<file path="config.mk">
export PLATFORM = sky130hd
export DESIGN_NAME = hazard_unit_top
export DESIGN_NICKNAME = d
export VERILOG_FILES = /design/src/source/hazard_pkg.sv /design/src/source/id_hazard_detect.sv /design/src/source/stage_tracker.sv /design/src/source/perf_counters.sv /design/src/source/hazard_unit_top.sv
export SDC_FILE = /design/constraint.sdc
export NUM_CORES = 1
export LEC_CHECK = 0
export BUFFER_PORTS_ARGS = -buffer_cell sky130_fd_sc_hd__buf_2
export CAP_MARGIN = 5
export CORE_ASPECT_RATIO = 1.1
export CORE_MARGIN = 3
export CORE_UTILIZATION = 50
export CTS_CLUSTER_SIZE = 40
export DETAILED_ROUTE_END_ITERATION = 8
export PLACE_DENSITY = 0.8
export SLEW_MARGIN = 0
export SYNTH_ARGS = -nofsm -noshare
export SYNTH_HDL_FRONTEND = slang
export SYNTH_SLANG_ARGS = --single-unit
</file>
<file path="constraint.sdc">
create_clock -name clk -period 11 [get_ports clk]
set_clock_uncertainty 0.15 [all_clocks]
set_input_delay 1.1 -clock clk [delete_from_list [all_inputs] [get_ports clk]]
set_output_delay 1.1 -clock clk [all_outputs]
set_load 0.03 [all_outputs]
</file>
<file path="src/source/hazard_pkg.sv">
package hazard_pkg;

    // ####################
    // basic widths
    // ####################

    typedef logic [4:0]  reg_addr_t;
    typedef logic [63:0] pc_t;
    typedef logic [2:0]  mem_op_t;
    typedef logic [1:0]  fwd_sel_t;
    typedef logic [31:0] count_t;

    // register x0 is hardwired to zero and never carries a dependency.
    localparam reg_addr_t x0 = 5'd0;

    // memory-operation codes. Only the four loads return their result late.
    localparam mem_op_t mem_none = 3'd0;
    localparam mem_op_t mem_lb   = 3'd1;
    localparam mem_op_t mem_lh   = 3'd2;
    localparam mem_op_t mem_lw   = 3'd4;
    localparam mem_op_t mem_ld   = 3'd6;

    // forwarding selects, ordered from the register file to the oldest stage.
    localparam fwd_sel_t fwd_rf  = 2'd0;
    localparam fwd_sel_t fwd_ex  = 2'd1;
    localparam fwd_sel_t fwd_mem = 2'd2;
    localparam fwd_sel_t fwd_wb  = 2'd3;

    // ####################
    // records
    // ####################

    typedef struct packed {
        pc_t       pc;
        reg_addr_t rs1;
        reg_addr_t rs2;
        reg_addr_t rd;
        mem_op_t   mem_op;
    } decode_info_t;

    typedef struct packed {
        reg_addr_t ex_rd;
        mem_op_t   ex_mem_op;
        reg_addr_t mem_rd;
        reg_addr_t wb_rd;
    } stage_dest_t;

    typedef struct packed {
        pc_t       pc;
        reg_addr_t rd;
        fwd_sel_t  fwd1;
        fwd_sel_t  fwd2;
    } issue_info_t;

endpackage

</file>
<file path="src/source/id_hazard_detect.sv">
module id_hazard_detect (
    input  hazard_pkg::decode_info_t info,
    input  hazard_pkg::stage_dest_t  stages,
    output logic                     ready,
    output hazard_pkg::fwd_sel_t     fwd1,
    output hazard_pkg::fwd_sel_t     fwd2
);

    import hazard_pkg::*;

    logic ex_is_load;
    logic rs1_hit_ex;
    logic rs2_hit_ex;
    logic load_use;

    // picks the youngest stage whose destination matches the source.
    function automatic fwd_sel_t youngest_hit(
        input reg_addr_t   src,
        input stage_dest_t st
    );
        fwd_sel_t sel;
        sel = fwd_rf;
        if (src != x0) begin
            if (src == st.ex_rd) begin
                sel = fwd_ex;
            end else if (src == st.mem_rd) begin
                sel = fwd_mem;
            end else if (src == st.wb_rd) begin
                sel = fwd_wb;
            end
        end
        return sel;
    endfunction

    // ####################
    // load detection
    // ####################

    // stores and reserved codes fall into the default arm.
    always_comb begin
        case (stages.ex_mem_op)
            mem_lb,
            mem_lh,
            mem_lw,
            mem_ld: begin
                ex_is_load = 1'b1;
            end
            default: begin
                ex_is_load = 1'b0;
            end
        endcase
    end

    // ####################
    // hazard and select
    // ####################

    always_comb begin
        rs1_hit_ex = (info.rs1 != x0) && (info.rs1 == stages.ex_rd);
        rs2_hit_ex = (info.rs2 != x0) && (info.rs2 == stages.ex_rd);
    end

    // a load in EX has no result yet, so decode waits one cycle
    // and then picks the data up from MEM.
    assign load_use = ex_is_load && (rs1_hit_ex || rs2_hit_ex);
    assign ready    = !load_use;

    always_comb begin
        fwd1 = youngest_hit(info.rs1, stages);
        fwd2 = youngest_hit(info.rs2, stages);
    end

endmodule

</file>
<file path="src/source/stage_tracker.sv">
module stage_tracker (
    input  logic                     clk,
    input  logic                     reset,
    input  logic                     accept,
    input  hazard_pkg::decode_info_t info,
    input  hazard_pkg::fwd_sel_t     fwd1,
    input  hazard_pkg::fwd_sel_t     fwd2,
    output hazard_pkg::stage_dest_t  stages,
    output logic                     issue_valid,
    output hazard_pkg::issue_info_t  issue_info
);

    import hazard_pkg::*;

    stage_dest_t stage_q;
    reg_addr_t   ex_rd_next;
    mem_op_t     ex_mem_op_next;
    logic        issue_valid_q;
    issue_info_t issue_info_q;

    // ####################
    // EX entry
    // ####################

    // without an accepted instruction a bubble enters EX.
    always_comb begin
        ex_rd_next     = x0;
        ex_mem_op_next = mem_none;
        if (accept) begin
            ex_rd_next     = info.rd;
            ex_mem_op_next = info.mem_op;
        end
    end

    // ####################
    // stage registers
    // ####################

    // the three stages advance on every edge, the pipeline never holds.
    always_ff @(posedge clk) begin
        if (reset) begin
            stage_q.ex_rd     <= x0;
            stage_q.ex_mem_op <= mem_none;
            stage_q.mem_rd    <= x0;
            stage_q.wb_rd     <= x0;
        end else begin
            stage_q.wb_rd     <= stage_q.mem_rd;
            stage_q.mem_rd    <= stage_q.ex_rd;
            stage_q.ex_rd     <= ex_rd_next;
            stage_q.ex_mem_op <= ex_mem_op_next;
        end
    end

    assign stages = stage_q;

    // ####################
    // issue record
    // ####################

    always_ff @(posedge clk) begin
        if (reset) begin
            issue_valid_q <= 1'b0;
        end else begin
            issue_valid_q <= accept;
        end
    end

    // the record stays put between acceptances.
    always_ff @(posedge clk) begin
        if (accept) begin
            issue_info_q.pc   <= info.pc;
            issue_info_q.rd   <= info.rd;
            issue_info_q.fwd1 <= fwd1;
            issue_info_q.fwd2 <= fwd2;
        end
    end

    assign issue_valid = issue_valid_q;
    assign issue_info  = issue_info_q;

endmodule

</file>
<file path="src/source/perf_counters.sv">
module perf_counters #(
    parameter int count_width = 32
) (
    input  logic                   clk,
    input  logic                   reset,
    input  logic                   in_valid,
    input  logic                   in_ready,
    output logic [count_width-1:0] issue_count,
    output logic [count_width-1:0] stall_count
);

    logic issue_event;
    logic stall_event;

    logic [count_width-1:0] issue_q;
    logic [count_width-1:0] stall_q;

    assign issue_event = in_valid && in_ready;
    assign stall_event = in_valid && !in_ready;

    // ####################
    // counters
    // ####################

    // both counters simply roll over at the top of their range.
    always_ff @(posedge clk) begin
        if (reset) begin
            issue_q <= '0;
            stall_q <= '0;
        end else begin
            if (issue_event) begin
                issue_q <= issue_q + 1'b1;
            end
            if (stall_event) begin
                stall_q <= stall_q + 1'b1;
            end
        end
    end

    assign issue_count = issue_q;
    assign stall_count = stall_q;

endmodule

</file>
<file path="src/source/hazard_unit_top.sv">
module hazard_unit_top #(
    parameter int count_width = 32
) (
    input  logic                     clk,
    input  logic                     reset,
    input  logic                     in_valid,
    input  hazard_pkg::decode_info_t in_info,
    output logic                     in_ready,
    output logic                     issue_valid,
    output hazard_pkg::issue_info_t  issue_info,
    output logic [count_width-1:0]   issue_count,
    output logic [count_width-1:0]   stall_count
);

    import hazard_pkg::*;

    stage_dest_t stages;
    fwd_sel_t    fwd1;
    fwd_sel_t    fwd2;
    logic        accept;

    // an instruction leaves decode only when the detector lets it go.
    assign accept = in_valid && in_ready;

    // ####################
    // blocks
    // ####################

    id_hazard_detect u_detect (
        .info   (in_info),
        .stages (stages),
        .ready  (in_ready),
        .fwd1   (fwd1),
        .fwd2   (fwd2)
    );

    stage_tracker u_tracker (
        .clk         (clk),
        .reset       (reset),
        .accept      (accept),
        .info        (in_info),
        .fwd1        (fwd1),
        .fwd2        (fwd2),
        .stages      (stages),
        .issue_valid (issue_valid),
        .issue_info  (issue_info)
    );

    perf_counters #(
        .count_width (count_width)
    ) u_counters (
        .clk         (clk),
        .reset       (reset),
        .in_valid    (in_valid),
        .in_ready    (in_ready),
        .issue_count (issue_count),
        .stall_count (stall_count)
    );

endmodule

</file>
==> impl_metrics.env <==
export IMPL_endpoint_kind="primary output"
export IMPL_ys_warnings_count=0
export IMPL_rsz0062_at_grt="no"
export IMPL_r2r_slack_ns=7.90
export IMPL_maxSlewViolCount=0
export IMPL_synth_nets=652
export IMPL_placed_cell_area_sq_mm=0.00759
export IMPL_track_usage_pct=23.5
export IMPL_syn_area_sq_mm=0.00636
export IMPL_die_w_um=114
export IMPL_leakage_nw=3.19
export IMPL_dieArea_sq_mm=0.0141
export IMPL_drtIter0Drc=382
export IMPL_num_rows=42
export IMPL_cts_resized_gates=0
export IMPL_antenna_found_initial=1
export IMPL_status="finished clean"
export IMPL_hp_class="reg -> reg"
export IMPL_clock_sinks=156
export IMPL_period_minus_slack_ns=4.47
export IMPL_startpoint_type="primary input"
export IMPL_synth_ff_type="dfxtp_1"
export IMPL_clk_latency_ns=0.42
export IMPL_final_setup_tns_ns=0
export IMPL_dp_slack_ns=6.54
export IMPL_grt_overflow=0
export IMPL_drc_errors=0
export IMPL_antenna_left=0
export IMPL_synth_distinct_cells=47
export IMPL_coreArea_sq_mm=0.0122
export IMPL_cp_max_fo=61
export IMPL_drtPass1Iterations=5
export IMPL_vias_per_cell=5.70
export IMPL_maxCapViolCount=0
export IMPL_fin_area_sq_mm=0.00817
export IMPL_htreeDepth=4
export IMPL_reg2reg_depth=7
export IMPL_place_hpwl_um=12100
export IMPL_synthArstFlopShare_pct=0
export IMPL_tightest_slew_ns=0.918
export IMPL_cts_tree="done"
export IMPL_syn_inst=565
export IMPL_cts_hold_fix_buffers=0
export IMPL_setup_ws_ns=6.53
export IMPL_yosysTopAreaCell="edfxtp_1"
export IMPL_p_total_mw=1.31
export IMPL_irDropWorstVdd_v=0.0000984
export IMPL_final_cell_mix="223 x buf_2, 83 x dfxtp_1, 73 x edfxtp_1"
export IMPL_cp_startpoint="in_info[17]"
export IMPL_grt_pass1_vias=5249
export IMPL_antenna_cells=0
export IMPL_whs_path_depth=2
export IMPL_whs_endpoint="u_counters.issue_count[31]"
export IMPL_nets=872
export IMPL_synthTopCellsByArea="edfxtp_1 34%, dfxtp_1 26%, a21oi_1 4.3%, or4_1 4.0%, o31ai_1 3.8%"
export IMPL_routed_wl_um=16800
export IMPL_synth_edf_count=73
export IMPL_ys_seq_elements=156
export IMPL_powerDensity_mw_per_mm2=160
export IMPL_grt_max_degree=79
export IMPL_io_pins=224
export IMPL_cts_root_buf="clkbuf_16"
export IMPL_timing_final_crit_share_pct=40.7
export IMPL_path_clk_slew_ns=0.06
export IMPL_relSlewSlack_pct=38.6
export IMPL_start_util_pct=52.0
export IMPL_fp_dieH_um=124
export IMPL_arrival_ns=3.22
export IMPL_reg2reg_from="u_tracker.stages[17]"
export IMPL_r2r_end="u_counters.stall_count[31]"
export IMPL_wl_per_cell_um=17.7
export IMPL_hold_ws_ns=0.345
export IMPL_numPortBuffers=223
export IMPL_synth_area_per_cell_sq_um=11.3
export IMPL_setup_violations_final=0
export IMPL_cts_buffer_depth=2
export IMPL_drive_above_1_share_pct=34.3
export IMPL_crit_type="in -> out"
export IMPL_hold_start="u_counters.issue_count[31]"
export IMPL_synth_seq_area_share_pct=60.5
export IMPL_layout_cells_most_common="buf_2"
export IMPL_area_delta_synth_final_pct=28.3
export IMPL_grt_pass1_wl_um=26600
export IMPL_hold_viol_final=0
export IMPL_synth_top_area_share_pct=34.4
export IMPL_post_cts_buffers=0
export IMPL_gp_congestion=0.885
export IMPL_vias=5431
export IMPL_timing_fmax_ghz=0.224
export IMPL_cp_required_ns=9.75
export IMPL_cts_made_buffers=17
==> worst max path at each step <==
stage and endpoint:
5_1_grt in_ready, 6_report in_ready, 3_3_place_gp in_ready, 4_1_cts in_ready
3_5_place_dp in_ready, 2_1_floorplan u_tracker.issue_info[0]
==> per-layer routing <==
| metal | up-vias | GRT usage, % | wire length, um |
|---|---|---|---|
| met2 | 225 | 39.8 | 8380 |
| li1 | 2582 | - | - |
| met3 | 26 | 6.66 | 1500 |
| met5 | - | 0 | 13 |
| met4 | 2 | 7.28 | 276 |
| met1 | 2596 | 28.9 | 6650 |
==> synthesized netlist by cell type (3+ instances only) <==
| cell type | number |
|---|---|
| a21oi_1 | 55 |
| and2_1 | 10 |
| and3_1 | 6 |
| and4_1 | 7 |
| buf_2 | 3 |
| clkbuf_1 | 19 |
| dfxtp_1 | 83 |
| edfxtp_1 | 73 |
| inv_1 | 14 |
| mux2_2 | 3 |
| nand2_1 | 23 |
| nand3_1 | 30 |
| nand4_1 | 15 |
| nor2_1 | 21 |
| nor2b_1 | 14 |
| nor3_1 | 8 |
| nor3_2 | 3 |
| nor4_1 | 4 |
| o21a_1 | 3 |
| o21ai_0 | 20 |
| o31ai_1 | 32 |
| or3_1 | 21 |
| or4_1 | 34 |
| xnor2_1 | 20 |
| xor2_1 | 14 |
==> flip-flops by register name, summed over array words and instances, names as in the netlist <==
register and cells:
u_tracker.issue_info 73, u_counters.issue_count 32, u_counters.stall_count 32, u_tracker.stages 18, u_tracker.issue_valid 1
==> final cells by class <==
class                   count  area [sq um]
clock buffers              19           443
clock inverters            13           130
fillers                   970          4080
inverters                  14          52.6
multi-input cells         369          2350
flip-flops and latches    156          3850
well taps                 154           193
repair buffers            227          1150
==> through the flow <==
step	util, %	std cells
after detailed placement	62.0	920
after CTS	66.7	952
after global placement	62.0	920
final	66.7	952
after floorplan	-	565
after global routing	66.7	952
==> report_power, final <==
group | total, mW | internal (mW) | leakage, nW | switching (mW)
sequential | 0.637 | 0.629 | 1.39 | 0.00799
combinational | 0.103 | 0.0311 | 1.53 | 0.0717
clock | 0.565 | 0.323 | 0.275 | 0.242
==> worst max-delay path, cell delays in order <==
cell and delay (ns):
buf_2 0.13, xnor2_1 0.17, nand3_1 0.14, nor3_2 0.46
o21a_4 0.57, inv_1 0.35, buf_2 0.28
==> cells by family (layout without fill, tap and decap cells) <==
kind of cell | after synthesis | count (layout) | synth area share (%)
AOI/OAI and AO/OA | 123 | 123 | 11.7
adders and majority gates | 2 | 2 | 0.393
DFF | 156 | 156 | 60.5
xor gates and xnor gates | 34 | 34 | 4.68
muxes | 4 | 4 | 0.708
buffers and inverters | 40 | 273 | 2.65
and+or+nand+nor | 206 | 206 | 19.3
Power figures use the tool's default switching activity.
